## config.mk

```make
export PLATFORM = sky130hd
export DESIGN_NAME = ice_ctrl_top
export DESIGN_NICKNAME = d
export VERILOG_FILES = /design/src/ice_ctrl_pkg.sv /design/src/frame_if.sv /design/src/ice_ctrl_top.sv /design/src/cmd6_capture.sv /design/src/spi_resp_tx.sv /design/src/spi_cmd_decoder.sv /design/src/spi_msg_rx.sv
export SDC_FILE = /design/constraint.sdc
export NUM_CORES = 1
export LEC_CHECK = 0
export ABC_CLOCK_PERIOD_IN_PS = 3480
export BUFFER_PORTS_ARGS = -buffer_cell sky130_fd_sc_hd__clkbuf_2
export CAP_MARGIN = 20
export CORE_MARGIN = 2
export CORE_UTILIZATION = 35
export CTS_CLUSTER_DIAMETER = 50
export CTS_CLUSTER_SIZE = 24
export DETAILED_ROUTE_END_ITERATION = 10
export HOLD_SLACK_MARGIN = 0.1
export PLACE_DENSITY = 0.61
export REMOVE_ABC_BUFFERS = 1
export SLEW_MARGIN = 30
export SYNTH_ARGS = -nofsm -noshare
export SYNTH_HDL_FRONTEND = slang
export SYNTH_SLANG_ARGS = --single-unit
```

## constraint.sdc

```tcl
create_clock -name sd_datInWrite_clk -period 3.48 [get_ports sd_datInWrite_clk]
set_input_delay 0.696 -clock sd_datInWrite_clk [delete_from_list [all_inputs] [get_ports sd_datInWrite_clk]]
set_output_delay 0.696 -clock sd_datInWrite_clk [all_outputs]
set_load 0.05 [all_outputs]
```

## src/ice_ctrl_pkg.sv

```systemverilog
package ice_ctrl_pkg;

    // ====================
    // Message layout
    // ====================
    localparam int msg_len      = 64;
    localparam int resp_len     = 64;
    localparam int msg_type_len = 8;                    // Opcode in the top byte
    localparam int msg_arg_len  = msg_len - msg_type_len;
    localparam int msg_resp_bit = 7;                    // Opcode bit asking for a response

    typedef logic [msg_len-1:0]     msg_t;
    typedef logic [resp_len-1:0]    resp_t;
    typedef logic [msg_arg_len-1:0] msg_arg_t;

    typedef enum logic [msg_type_len-1:0] {
        msg_nop         = 8'h00,
        msg_led_set     = 8'h01,
        msg_echo        = 8'h80,
        msg_cmd6_status = 8'h82
    } msg_type_e;

    // Opcode field of a message, unknown codes pass through unchanged
    function automatic msg_type_e msg_type_of(input msg_t m);
        return msg_type_e'(m[msg_len-1 -: msg_type_len]);
    endfunction

    function automatic logic msg_resp_wanted(input msg_t m);
        logic [msg_type_len-1:0] op;
        op = m[msg_len-1 -: msg_type_len];
        return op[msg_resp_bit];
    endfunction

    function automatic msg_arg_t msg_arg_of(input msg_t m);
        return m[msg_arg_len-1:0];
    endfunction

    // ====================
    // LED and CMD6
    // ====================
    localparam int led_len = 4;
    typedef logic [led_len-1:0] led_t;

    typedef logic [15:0] dat_word_t;

    localparam int blk_words        = 32;   // 512-bit status block
    localparam int access_mode_word = 8;
    localparam int access_mode_lsb  = 8;    // Nibble sits in bits 11..8
    localparam int word_idx_len     = $clog2(blk_words);

    typedef logic [3:0]              access_mode_t;
    typedef logic [word_idx_len-1:0] word_idx_t;

    // Receiver FSM
    typedef enum logic {
        rx_idle,
        rx_shift
    } rx_state_e;

endpackage
```

## src/frame_if.sv

```systemverilog
interface frame_if;
    import ice_ctrl_pkg::*;

    // Receiver to decoder
    logic  msg_valid;   // One-cycle strobe
    msg_t  msg;

    // Decoder to transmitter
    logic  resp_load;   // One-cycle strobe
    resp_t resp;

    // Back from the transmitter, keeps the receiver quiet
    logic  tx_busy;

    modport rx (
        output msg_valid,
        output msg,
        input  tx_busy
    );

    modport dec (
        input  msg_valid,
        input  msg,
        output resp_load,
        output resp
    );

    modport tx (
        input  resp_load,
        input  resp,
        output tx_busy
    );

endinterface

```

## src/ice_ctrl_top.sv

```systemverilog
module ice_ctrl_top #(
    parameter int turnaround_cycles = 8
) (
    input  logic                    sd_datInWrite_clk,
    input  logic                    sd_datInWrite_rst_,

    // Serial command line, tristate lives on the board
    input  logic                    spi_data_in,
    output logic                    spi_data_out,
    output logic                    spi_data_oe,

    // SD data-in word stream
    input  logic                    dat_in_trigger,
    input  ice_ctrl_pkg::dat_word_t dat_in_data,

    output ice_ctrl_pkg::led_t      led
);
    import ice_ctrl_pkg::*;

    access_mode_t access_mode;
    word_idx_t    word_idx;

    frame_if frm ();

    // ====================
    // Message receive
    // ====================
    spi_msg_rx spi_msg_rx_i (
        .sd_datInWrite_clk  (sd_datInWrite_clk),
        .sd_datInWrite_rst_ (sd_datInWrite_rst_),
        .spi_data_in        (spi_data_in),
        .frm                (frm.rx)
    );

    // ====================
    // Command decode
    // ====================
    spi_cmd_decoder spi_cmd_decoder_i (
        .sd_datInWrite_clk  (sd_datInWrite_clk),
        .sd_datInWrite_rst_ (sd_datInWrite_rst_),
        .frm                (frm.dec),
        .access_mode        (access_mode),
        .word_idx           (word_idx),
        .led                (led)
    );

    // ====================
    // Response transmit
    // ====================
    spi_resp_tx #(
        .turnaround_cycles  (turnaround_cycles)
    ) spi_resp_tx_i (
        .sd_datInWrite_clk  (sd_datInWrite_clk),
        .sd_datInWrite_rst_ (sd_datInWrite_rst_),
        .frm                (frm.tx),
        .spi_data_out       (spi_data_out),
        .spi_data_oe        (spi_data_oe)
    );

    // ====================
    // CMD6 capture
    // ====================
    cmd6_capture cmd6_capture_i (
        .sd_datInWrite_clk  (sd_datInWrite_clk),
        .sd_datInWrite_rst_ (sd_datInWrite_rst_),
        .dat_in_trigger     (dat_in_trigger),
        .dat_in_data        (dat_in_data),
        .access_mode        (access_mode),
        .word_idx           (word_idx)      // Also reported by CMD6 status
    );

endmodule

```

## src/cmd6_capture.sv

```systemverilog
module cmd6_capture (
    input  logic                       sd_datInWrite_clk,
    input  logic                       sd_datInWrite_rst_,
    input  logic                       dat_in_trigger,
    input  ice_ctrl_pkg::dat_word_t    dat_in_data,
    output ice_ctrl_pkg::access_mode_t access_mode,
    output ice_ctrl_pkg::word_idx_t    word_idx
);
    import ice_ctrl_pkg::*;

    logic last_word;
    logic mode_word;

    assign last_word = (word_idx == word_idx_t'(blk_words - 1));
    assign mode_word = (word_idx == word_idx_t'(access_mode_word));

    // ====================
    // Word counter
    // ====================
    // One status block is 32 words, counter wraps for the next block
    always_ff @(posedge sd_datInWrite_clk, negedge sd_datInWrite_rst_) begin
        if (!sd_datInWrite_rst_) begin
            word_idx <= '0;
        end else if (dat_in_trigger) begin
            if (last_word) begin
                word_idx <= '0;
            end else begin
                word_idx <= word_idx + 1'b1;
            end
        end
    end

    // ====================
    // Access mode nibble
    // ====================
    always_ff @(posedge sd_datInWrite_clk, negedge sd_datInWrite_rst_) begin
        if (!sd_datInWrite_rst_) begin
            access_mode <= '0;
        end else if (dat_in_trigger && mode_word) begin
            // Function group 1 result
            access_mode <= dat_in_data[access_mode_lsb +: $bits(access_mode_t)];
        end
    end

endmodule

```

## src/spi_resp_tx.sv

```systemverilog
module spi_resp_tx #(
    parameter int turnaround_cycles = 8     // At least 3
) (
    input  logic sd_datInWrite_clk,
    input  logic sd_datInWrite_rst_,
    frame_if.tx  frm,
    output logic spi_data_out,
    output logic spi_data_oe
);
    import ice_ctrl_pkg::*;

    // Receiver and decoder already use two of the turnaround cycles
    localparam int wait_w = $clog2(turnaround_cycles);
    localparam int bit_w  = $clog2(resp_len);

    typedef enum logic [1:0] {
        tx_idle,
        tx_wait,
        tx_shift
    } tx_state_e;

    tx_state_e         state;
    logic [wait_w-1:0] wait_cnt;
    logic [bit_w-1:0]  bit_cnt;
    logic              take_bit;
    resp_t             shift_q;

    // A new bit goes out on the first shift edge and on every edge but the last
    assign take_bit = ((state == tx_wait) && (wait_cnt == '0)) ||
                      ((state == tx_shift) && (bit_cnt != '0));

    assign frm.tx_busy = frm.resp_load || (state != tx_idle);

    always_ff @(posedge sd_datInWrite_clk, negedge sd_datInWrite_rst_) begin
        if (!sd_datInWrite_rst_) begin
            state        <= tx_idle;
            wait_cnt     <= '0;
            bit_cnt      <= '0;
            spi_data_oe  <= 1'b0;
            spi_data_out <= 1'b0;
        end else begin
            case (state)
            tx_idle: begin
                if (frm.resp_load) begin
                    wait_cnt <= wait_w'(turnaround_cycles - 3);
                    state    <= tx_wait;
                end
            end
            tx_wait: begin
                if (wait_cnt == '0) begin
                    bit_cnt <= bit_w'(resp_len - 1);
                    state   <= tx_shift;
                end else begin
                    wait_cnt <= wait_cnt - 1'b1;
                end
            end
            tx_shift: begin
                if (bit_cnt == '0) begin
                    state <= tx_idle;   // Release the line
                end else begin
                    bit_cnt <= bit_cnt - 1'b1;
                end
            end
            default: state <= tx_idle;
            endcase

            if (take_bit) begin
                spi_data_oe  <= 1'b1;
                spi_data_out <= shift_q[resp_len-1];
            end else if (state == tx_shift) begin
                spi_data_oe  <= 1'b0;
                spi_data_out <= 1'b0;
            end
        end
    end

    always_ff @(posedge sd_datInWrite_clk) begin
        if ((state == tx_idle) && frm.resp_load) begin
            shift_q <= frm.resp;
        end else if (take_bit) begin
            shift_q <= {shift_q[resp_len-2:0], 1'b0};
        end
    end

endmodule

```

## src/spi_cmd_decoder.sv

```systemverilog
module spi_cmd_decoder (
    input  logic                       sd_datInWrite_clk,
    input  logic                       sd_datInWrite_rst_,
    frame_if.dec                       frm,
    input  ice_ctrl_pkg::access_mode_t access_mode,
    input  ice_ctrl_pkg::word_idx_t    word_idx,
    output ice_ctrl_pkg::led_t         led
);
    import ice_ctrl_pkg::*;

    localparam int echo_pad = resp_len - msg_arg_len;
    localparam int cmd6_pad = resp_len - $bits(access_mode_t) - word_idx_len;

    msg_type_e msg_type;
    msg_arg_t  msg_arg;
    logic      resp_wanted;
    resp_t     resp_next;
    resp_t     resp_q;

    assign msg_type    = msg_type_of(frm.msg);
    assign msg_arg     = msg_arg_of(frm.msg);
    assign resp_wanted = msg_resp_wanted(frm.msg);

    // ====================
    // Response word
    // ====================
    always_comb begin
        resp_next = '0;

        case (msg_type)
        msg_echo: begin
            // Argument moves up to the top, low byte stays clear
            resp_next = {msg_arg, {echo_pad{1'b0}}};
        end

        msg_cmd6_status: begin
            resp_next = {access_mode, word_idx, {cmd6_pad{1'b0}}};
        end

        msg_nop,
        msg_led_set: begin
            resp_next = '0;     // No response sent
        end

        default: begin
            // Unknown opcodes act as Nop
            // They still answer zeros when bit 7 asks for it
            resp_next = '0;
        end
        endcase
    end

    // ====================
    // LED and load strobe
    // ====================
    always_ff @(posedge sd_datInWrite_clk, negedge sd_datInWrite_rst_) begin
        if (!sd_datInWrite_rst_) begin
            led           <= '0;
            frm.resp_load <= 1'b0;
        end else begin
            frm.resp_load <= 1'b0;

            if (frm.msg_valid) begin
                frm.resp_load <= resp_wanted;

                if (msg_type == msg_led_set) begin
                    led <= msg_arg[led_len-1:0];
                end
            end
        end
    end

    // Captured with the strobe so CMD6 state can move on afterwards
    always_ff @(posedge sd_datInWrite_clk) begin
        if (frm.msg_valid) begin
            resp_q <= resp_next;
        end
    end

    assign frm.resp = resp_q;

endmodule

```

## src/spi_msg_rx.sv

```systemverilog
module spi_msg_rx (
    input  logic sd_datInWrite_clk,
    input  logic sd_datInWrite_rst_,
    input  logic spi_data_in,
    frame_if.rx  frm
);
    import ice_ctrl_pkg::*;

    localparam int cnt_w = $clog2(msg_len);

    rx_state_e        state;
    logic [cnt_w-1:0] bit_cnt;      // Bits still to come, minus one
    logic             busy_q;
    logic             deaf;
    msg_t             shift_q;

    // Line belongs to the transmitter, plus one cycle of settling
    assign deaf = frm.tx_busy || busy_q;

    // ====================
    // Frame FSM
    // ====================
    always_ff @(posedge sd_datInWrite_clk, negedge sd_datInWrite_rst_) begin
        if (!sd_datInWrite_rst_) begin
            state         <= rx_idle;
            bit_cnt       <= '0;
            busy_q        <= 1'b0;
            frm.msg_valid <= 1'b0;
        end else begin
            busy_q        <= frm.tx_busy;
            frm.msg_valid <= 1'b0;

            case (state)
            rx_idle: begin
                // First high bit marks the start
                if (!deaf && spi_data_in) begin
                    bit_cnt <= cnt_w'(msg_len - 1);
                    state   <= rx_shift;
                end
            end

            rx_shift: begin
                if (bit_cnt == '0) begin
                    frm.msg_valid <= 1'b1;  // Bit 0 just taken
                    state         <= rx_idle;
                end else begin
                    bit_cnt <= bit_cnt - 1'b1;
                end
            end

            default: begin
                state <= rx_idle;
            end
            endcase
        end
    end

    // ====================
    // Message shifter
    // ====================
    // MSB first, so the oldest bit ends up at the top
    always_ff @(posedge sd_datInWrite_clk) begin
        if (state == rx_shift) begin
            shift_q <= {shift_q[msg_len-2:0], spi_data_in};
        end
    end

    // Held until the next frame starts shifting
    assign frm.msg = shift_q;

endmodule

```

== Word level (Yosys, flattened, before mapping) ==
Index checks and enable logic that the tools add are counted.
Storage, ports and cells
  logic and storage cells: 85
  register bits: 228
  input bits: 20
  output and inout bits: 6
Operators by class
  bitwise gates (word level): 1
  reductions and logical operators: 24
  eq/ne operators: 14
  mux-type cells: 26
  $add $sub $neg: 4
Operators with widths (count)
  $mux 64: 2
  $pmux 64 s2: 1
  $mux 6: 4
  $pmux 6 s2: 2
  $eq 8x8->1 const B: 2
  $logic_not 6->1: 2
  $sub 6x1->6 const B: 2
  $ne 2x2->1 const B: 5
  $reduce_bool 2->1: 5
  $reduce_and 3->1: 3
  $eq 8x1->1 const B: 1
  $mux 1: 8
  $mux 2: 3
  $mux 3: 2
  $pmux 2 s3: 1
  $pmux 3 s2: 1
  $reduce_bool 6->1: 1
  $add 5x1->5 const B: 1
  $eq 5x4->1 const B: 1
  $eq 5x5->1 const B: 1
  $logic_and 1x1->1: 5
  $mux 5: 1
  $ne 2x1->1 const B: 2
  $reduce_and 2->1: 2
  other kinds (9): 11

== Depth between registers and ports, before layout ==
  depth after elaboration: 7
  gate-level depth with buffers: 7
  gate-level depth less buffers: 6

== By module ==
A second synthesis with hierarchy kept.
Unflattened totals
  cells, all modules: 499
  area total of the unflattened synthesis: 8708.4 um2
By module, submodules not included
  spi_resp_tx: area each 3427.0 um2, instances 1, seq. area each 2247.2 um2, cells an instance 208
  spi_cmd_decoder: area each 2472.4 um2, instances 1, seq. area each 1806.7 um2, cells an instance 153
  spi_msg_rx: area each 2377.3 um2, instances 1, seq. area each 2147.1 um2, cells an instance 103
  cmd6_capture: area each 431.7 um2, instances 1, seq. area each 225.2 um2, cells an instance 35

== Worst setup path before layout ==
OpenSTA, ideal clock, no wires.
  path kind: register -> register
  from: register spi_resp_tx_i.state[0]
  to: register spi_resp_tx_i.shift_q[10], enable pin
  cell stages (with the launch flop): 7
  arrival time: 2.448 ns
  buffers on the path: 2
  clock period less this slack: 3.227 ns
  path slack: 0.253 ns
  library setup time: 0.779 ns
  required time: 2.701 ns
  cell sequence: dfrtp_1 > inv_1 > ha_1 > nand2_1 > buf_2 > buf_2 > nand3_1
On the way
  longest elaborated chain between the ends: 4
  elaborated cells on any way between the ends: 8
  classes of those cells: eq/ne: 2; reduce/logical: 6
Ends and longest elaborated chain
  from (decl): RTL line spi_resp_tx.sv:22  | tx_state_e state;
  from (signal assigned): RTL line spi_resp_tx.sv:36  | state <= tx_idle;
  from (signal assigned): RTL line spi_resp_tx.sv:46  | state <= tx_wait;
  from (signal assigned): RTL line spi_resp_tx.sv:52  | state <= tx_shift;
  $eq 2x1->1 / $eq 2x2->1 (equally long branches): RTL line spi_resp_tx.sv:29, spi_resp_tx.sv:30
  $logic_and 1x1->1, on equally long branches: RTL line spi_resp_tx.sv:29, spi_resp_tx.sv:30
  $logic_or 1x1->1: RTL line spi_resp_tx.sv:29  | assign take_bit = ((state == tx_wait) && (wait_cnt == '0)) ||
  $reduce_bool 2->1 (no line) *
  to (signal assigned): RTL line spi_resp_tx.sv:79  | shift_q <= frm.resp;
  to (signal assigned): RTL line spi_resp_tx.sv:81  | shift_q <= {shift_q[resp_len-2:0], 1'b0};
  to (decl): RTL line spi_resp_tx.sv:26  | resp_t shift_q;
Mark *: on every way between the ends. The rest lies on a longest branch, timed or not.
A chain may end at the register's enable or synchronous reset.

== Worst setup path after layout ==
  from: register spi_resp_tx_i.bit_cnt[0]
  to: register spi_resp_tx_i.shift_q[8], enable pin
On the way
  longest elaborated chain between the ends: 4
Ends and longest elaborated chain
  from (decl): RTL line spi_resp_tx.sv:24  | logic [bit_w-1:0] bit_cnt;
  from (signal assigned): RTL line spi_resp_tx.sv:51  | bit_cnt <= bit_w'(resp_len - 1);
  from (signal assigned): RTL line spi_resp_tx.sv:61  | bit_cnt <= bit_cnt - 1'b1;
  $reduce_bool 6->1: RTL line spi_resp_tx.sv:30  | ((state == tx_shift) && (bit_cnt != '0));
  $logic_and 1x1->1: RTL line spi_resp_tx.sv:30
  $logic_or 1x1->1: RTL line spi_resp_tx.sv:29
  $reduce_bool 2->1 (no line)
No other way between the ends.

==> metrics.md <==
| Metric | Value |
|---|---|
| Status | finished, final reports clean |
| CTS tree | done |
| Async set or reset register ratio after synthesis | 17.0% |
| Clk sinks | 212 |
| Tcrit/Tclk final | 78.7% |
| DRC Markers | 0 |
| Core Area | 23500 sq um |
| Register Area | 6190 sq um |
| RSZ-0062 raised after global routing | no |
| Die Footprint | 25200 sq um |
| Initial antenna violation count | 0 |
| Final nets | 563 |
| Synth warn | 0 |
| Main synth FF type | edfxtp_1 |
| Total grt overflow | 0 |
| DR pass1 iterations | 4 |
| Max-slew violations | 0 |
| Synth Area in Compound Gates | 3.64% |
| Starting Density | 35.7% |
| Root buffer cell | clkbuf_16 |
| Final Hold Viols | 0 |
| Vias in the first global route | 4270 |
| WP data arrival | 2.96 ns |
| Post-Synth XOR/XNOR Area | 0.105% |
| DRT iter0 DRCs | 270 |
| Fillers | 2119 |
| Max-cap violations | 0 |
| PD cells | 809 nW/um^2 |
| Max Clock Skew | 0.0200 ns |
| Sequential power share | 56.0% |
| WL/cell | 14.5 um |
| Diode count | 0 |
| Worst slack at placement | 0.721 ns |
| Worst VDD drop | 426 uV |
| Die height | 159 um |
| Syn avg cell area | 16.7 sq um |
| GP Congestion | 0.761 |
| Logic pwr share | 15.4% |
| Post-synthesis adder-cell area fraction | 1.94% |
| CTS max path bufs | 3 |
| Sequential share of the synthesized area | 73.8% |
| Commonest non-fill, non-tap cell in the layout | edfxtp_1 |
| Hold-fix buffers, CTS | 0 |
| Worst endpoint required time | 3.71 ns |
| Seq cells post-synth | 212 |
| Post-synthesis mux area share | 10.3% |
| Latest clock arrival within the worst-skew pair | 0.50 ns |
| Switch Pwr | 2.10 mW |
| Worst Hold Class | in -> async |
| Syn Inst Count | 503 |
| Clk pwr share | 28.6% |
| Final setup fails | 0 |
| Share of cells above drive strength 1 | 24.7% |
| Finished Layout Cells | 862 |
| Critical path capture point type | flip-flop |
| Crit start category | flip-flop |
| Count of different cell masters after synthesis | 45 |
| Total Wirelength | 12500 um |
| Routed Antenna Nets | 0 |
| Gr usage total | 10.2% |
| H-tree Lvls | 1 |
| Simple-Gate Fraction of Synth Area | 8.65% |
| DP HPWL | 7490 um |
| Fmax | 365 MHz |
| IO buf count | 13 |
| Synth Cell Area | 8380 sq um |
| Worst Max-Slew Pin Slew | 0.860 ns |
| Switching Fraction | 27.2% |
| CTS resizes | 0 |
| Largest net degree at the start of global routing | 57 |
| Placed cells | 826 |
| Global-route wire length before repair | 21400 um |
| Setup bufs post-CTS | 0 |
| Final WS setup | 0.742 ns |
| Vias | 4089 |
| Count of boundary I/O pins | 26 |
| Post-synth EDFFs | 176 |
| CTS buffer count | 21 |
| Vias/cell | 4.74 |
| Slew HR | 42.7% |
| Leakage power | 3.37 nW |
| Main combinational cell family by area after synthesis | multiplexers |
| CP Max Fanout | 29 |
| Most frequent cells in the layout | 176 x edfxtp_1, 63 x mux2_2, 49 x and2_1 |
| Clk pin slew, worst setup/hold paths | 0.06 ns |
| Row count | 56 |
| Critical setup path kind | reg -> reg |
| Die Wd | 159 um |
| Multi-input combinational cell area | 2070 sq um |
| P_int | 5.60 mW |
| Post-route minimum period | 2.74 ns |
| Area Overhead vs Synth | 13.5% |
## sequential cells by signal (all words and copies together) (netlist names)
register / flops
spi_cmd_decoder_i.led: 4
spi_resp_tx_i.spi_data_out: 1
spi_resp_tx_i.bit_cnt: 6
spi_resp_tx_i.shift_q: 56
spi_resp_tx_i.spi_data_oe: 1
spi_msg_rx_i.frm.msg_valid: 1
spi_msg_rx_i.state: 1
spi_msg_rx_i.frm.msg: 64
cmd6_capture_i.access_mode: 4
spi_cmd_decoder_i.frm.resp_load: 1
spi_cmd_decoder_i.frm.resp: 56
cmd6_capture_i.word_idx: 5
spi_msg_rx_i.bit_cnt: 6
spi_resp_tx_i.wait_cnt: 3
spi_msg_rx_i.busy_q: 1
spi_resp_tx_i.state: 2
## power groups by stage
stage	Clock, mW	Sequential (mW)	Combinational, mW
floorplan	0	4.28	0.826
global placement	0	4.32	1.11
detailed placement	0	4.35	1.20
CTS	2.27	4.32	1.20
global route	2.37	4.43	1.33
finish	2.20	4.31	1.19
## critical path: stages, from the launching register on
cell and delay [ns]:
dfrtp_1 0.40, inv_1 0.15, ha_1 0.18, nor3b_1 0.33
a21o_1 0.27, nand3_2 0.65, buf_4 0.48
## cell type report
cell class,instances,share of cell area [%]
Timing Repair Buffer,20,1.24
Multi-Input combinational cell,261,21.8
Tap cell,319,4.20
Clock buffer,24,5.85
Sequential cell,212,65.1
Clock inverter,12,1.28
Inverter,14,0.553
## layer usage
| metal | GRT usage (%) | up-vias | wire, um |
|---|---|---|---|
| met5 | 0 | - | 0 |
| met4 | 3.09 | 0 | 276 |
| met3 | 2.32 | 33 | 445 |
| met2 | 16.6 | 66 | 6030 |
| met1 | 13.6 | 2045 | 5790 |
| li1 | - | 1945 | - |
## final timing paths
check | from | endpoint | slack [ns] | cells past startpoint
max in group asynchronous | sd_datInWrite_rst_ | spi_msg_rx_i.frm.msg_valid | 2.56 | 1
worst max-delay path | spi_resp_tx_i.bit_cnt[0] | spi_resp_tx_i.shift_q[8] | 0.74 | 6
worst min register to register | spi_msg_rx_i.frm.msg[36] | spi_msg_rx_i.frm.msg[37] | 0.43 | 0
min in group sd_datInWrite_clk | spi_data_in | spi_msg_rx_i.frm.msg[0] | 0.41 | 1
worst min-delay path | sd_datInWrite_rst_ | cmd6_capture_i.word_idx[1] | 0.31 | 1
worst max register to register | spi_resp_tx_i.bit_cnt[0] | spi_resp_tx_i.shift_q[8] | 0.74 | 6
## synthesized netlist by cell type (all sizes together) (3+ instances only)
cell type	number	area share, %
nor3	7	0.54
a21oi	10	0.60
and2	49	3.7
nor3b	5	0.57
nor2	19	0.85
nand2	13	0.58
nor2b	3	0.22
mux2	67	9.2
nand2b	5	0.37
inv	14	0.63
ha	13	1.9
mux2i	9	1.1
dfrtp	36	11
o21ai	14	0.84
a21boi	3	0.31
a31oi	4	0.30
nand3b	5	0.45
clkbuf	11	0.55
nand3	8	0.48
and3	4	0.30
edfxtp	176	63
buf	5	0.37
## cells by family (layout without fill, tap and decap cells)
kind of cell | count (synthesis) | after routing
multiplexers | 76 | 76
adder cells (fa/ha/maj) | 13 | 13
XOR/XNOR | 1 | 1
flip-flops | 212 | 212
AND/OR/NAND/NOR | 124 | 124
buffers and inverters | 30 | 70
AO/OA/AOI/OAI | 47 | 47
## metrics by stage
step | util, % | hold WS [ns] | power (mW) | area, sq um | TNS, ns
after floorplan | - | 0.400 | 5.11 | 8300 | -54.70
after global placement | 37.6 | 0.420 | 5.43 | 8830 | 0
after detailed placement | 37.6 | 0.424 | 5.55 | 8830 | 0
after CTS | 40.5 | 0.358 | 7.79 | 9510 | 0
after global routing | 40.5 | 0.362 | 8.13 | 9510 | 0
final | 40.5 | 0.307 | 7.69 | 9510 | 0
Note: power is estimated with default switching activity, not from simulation.
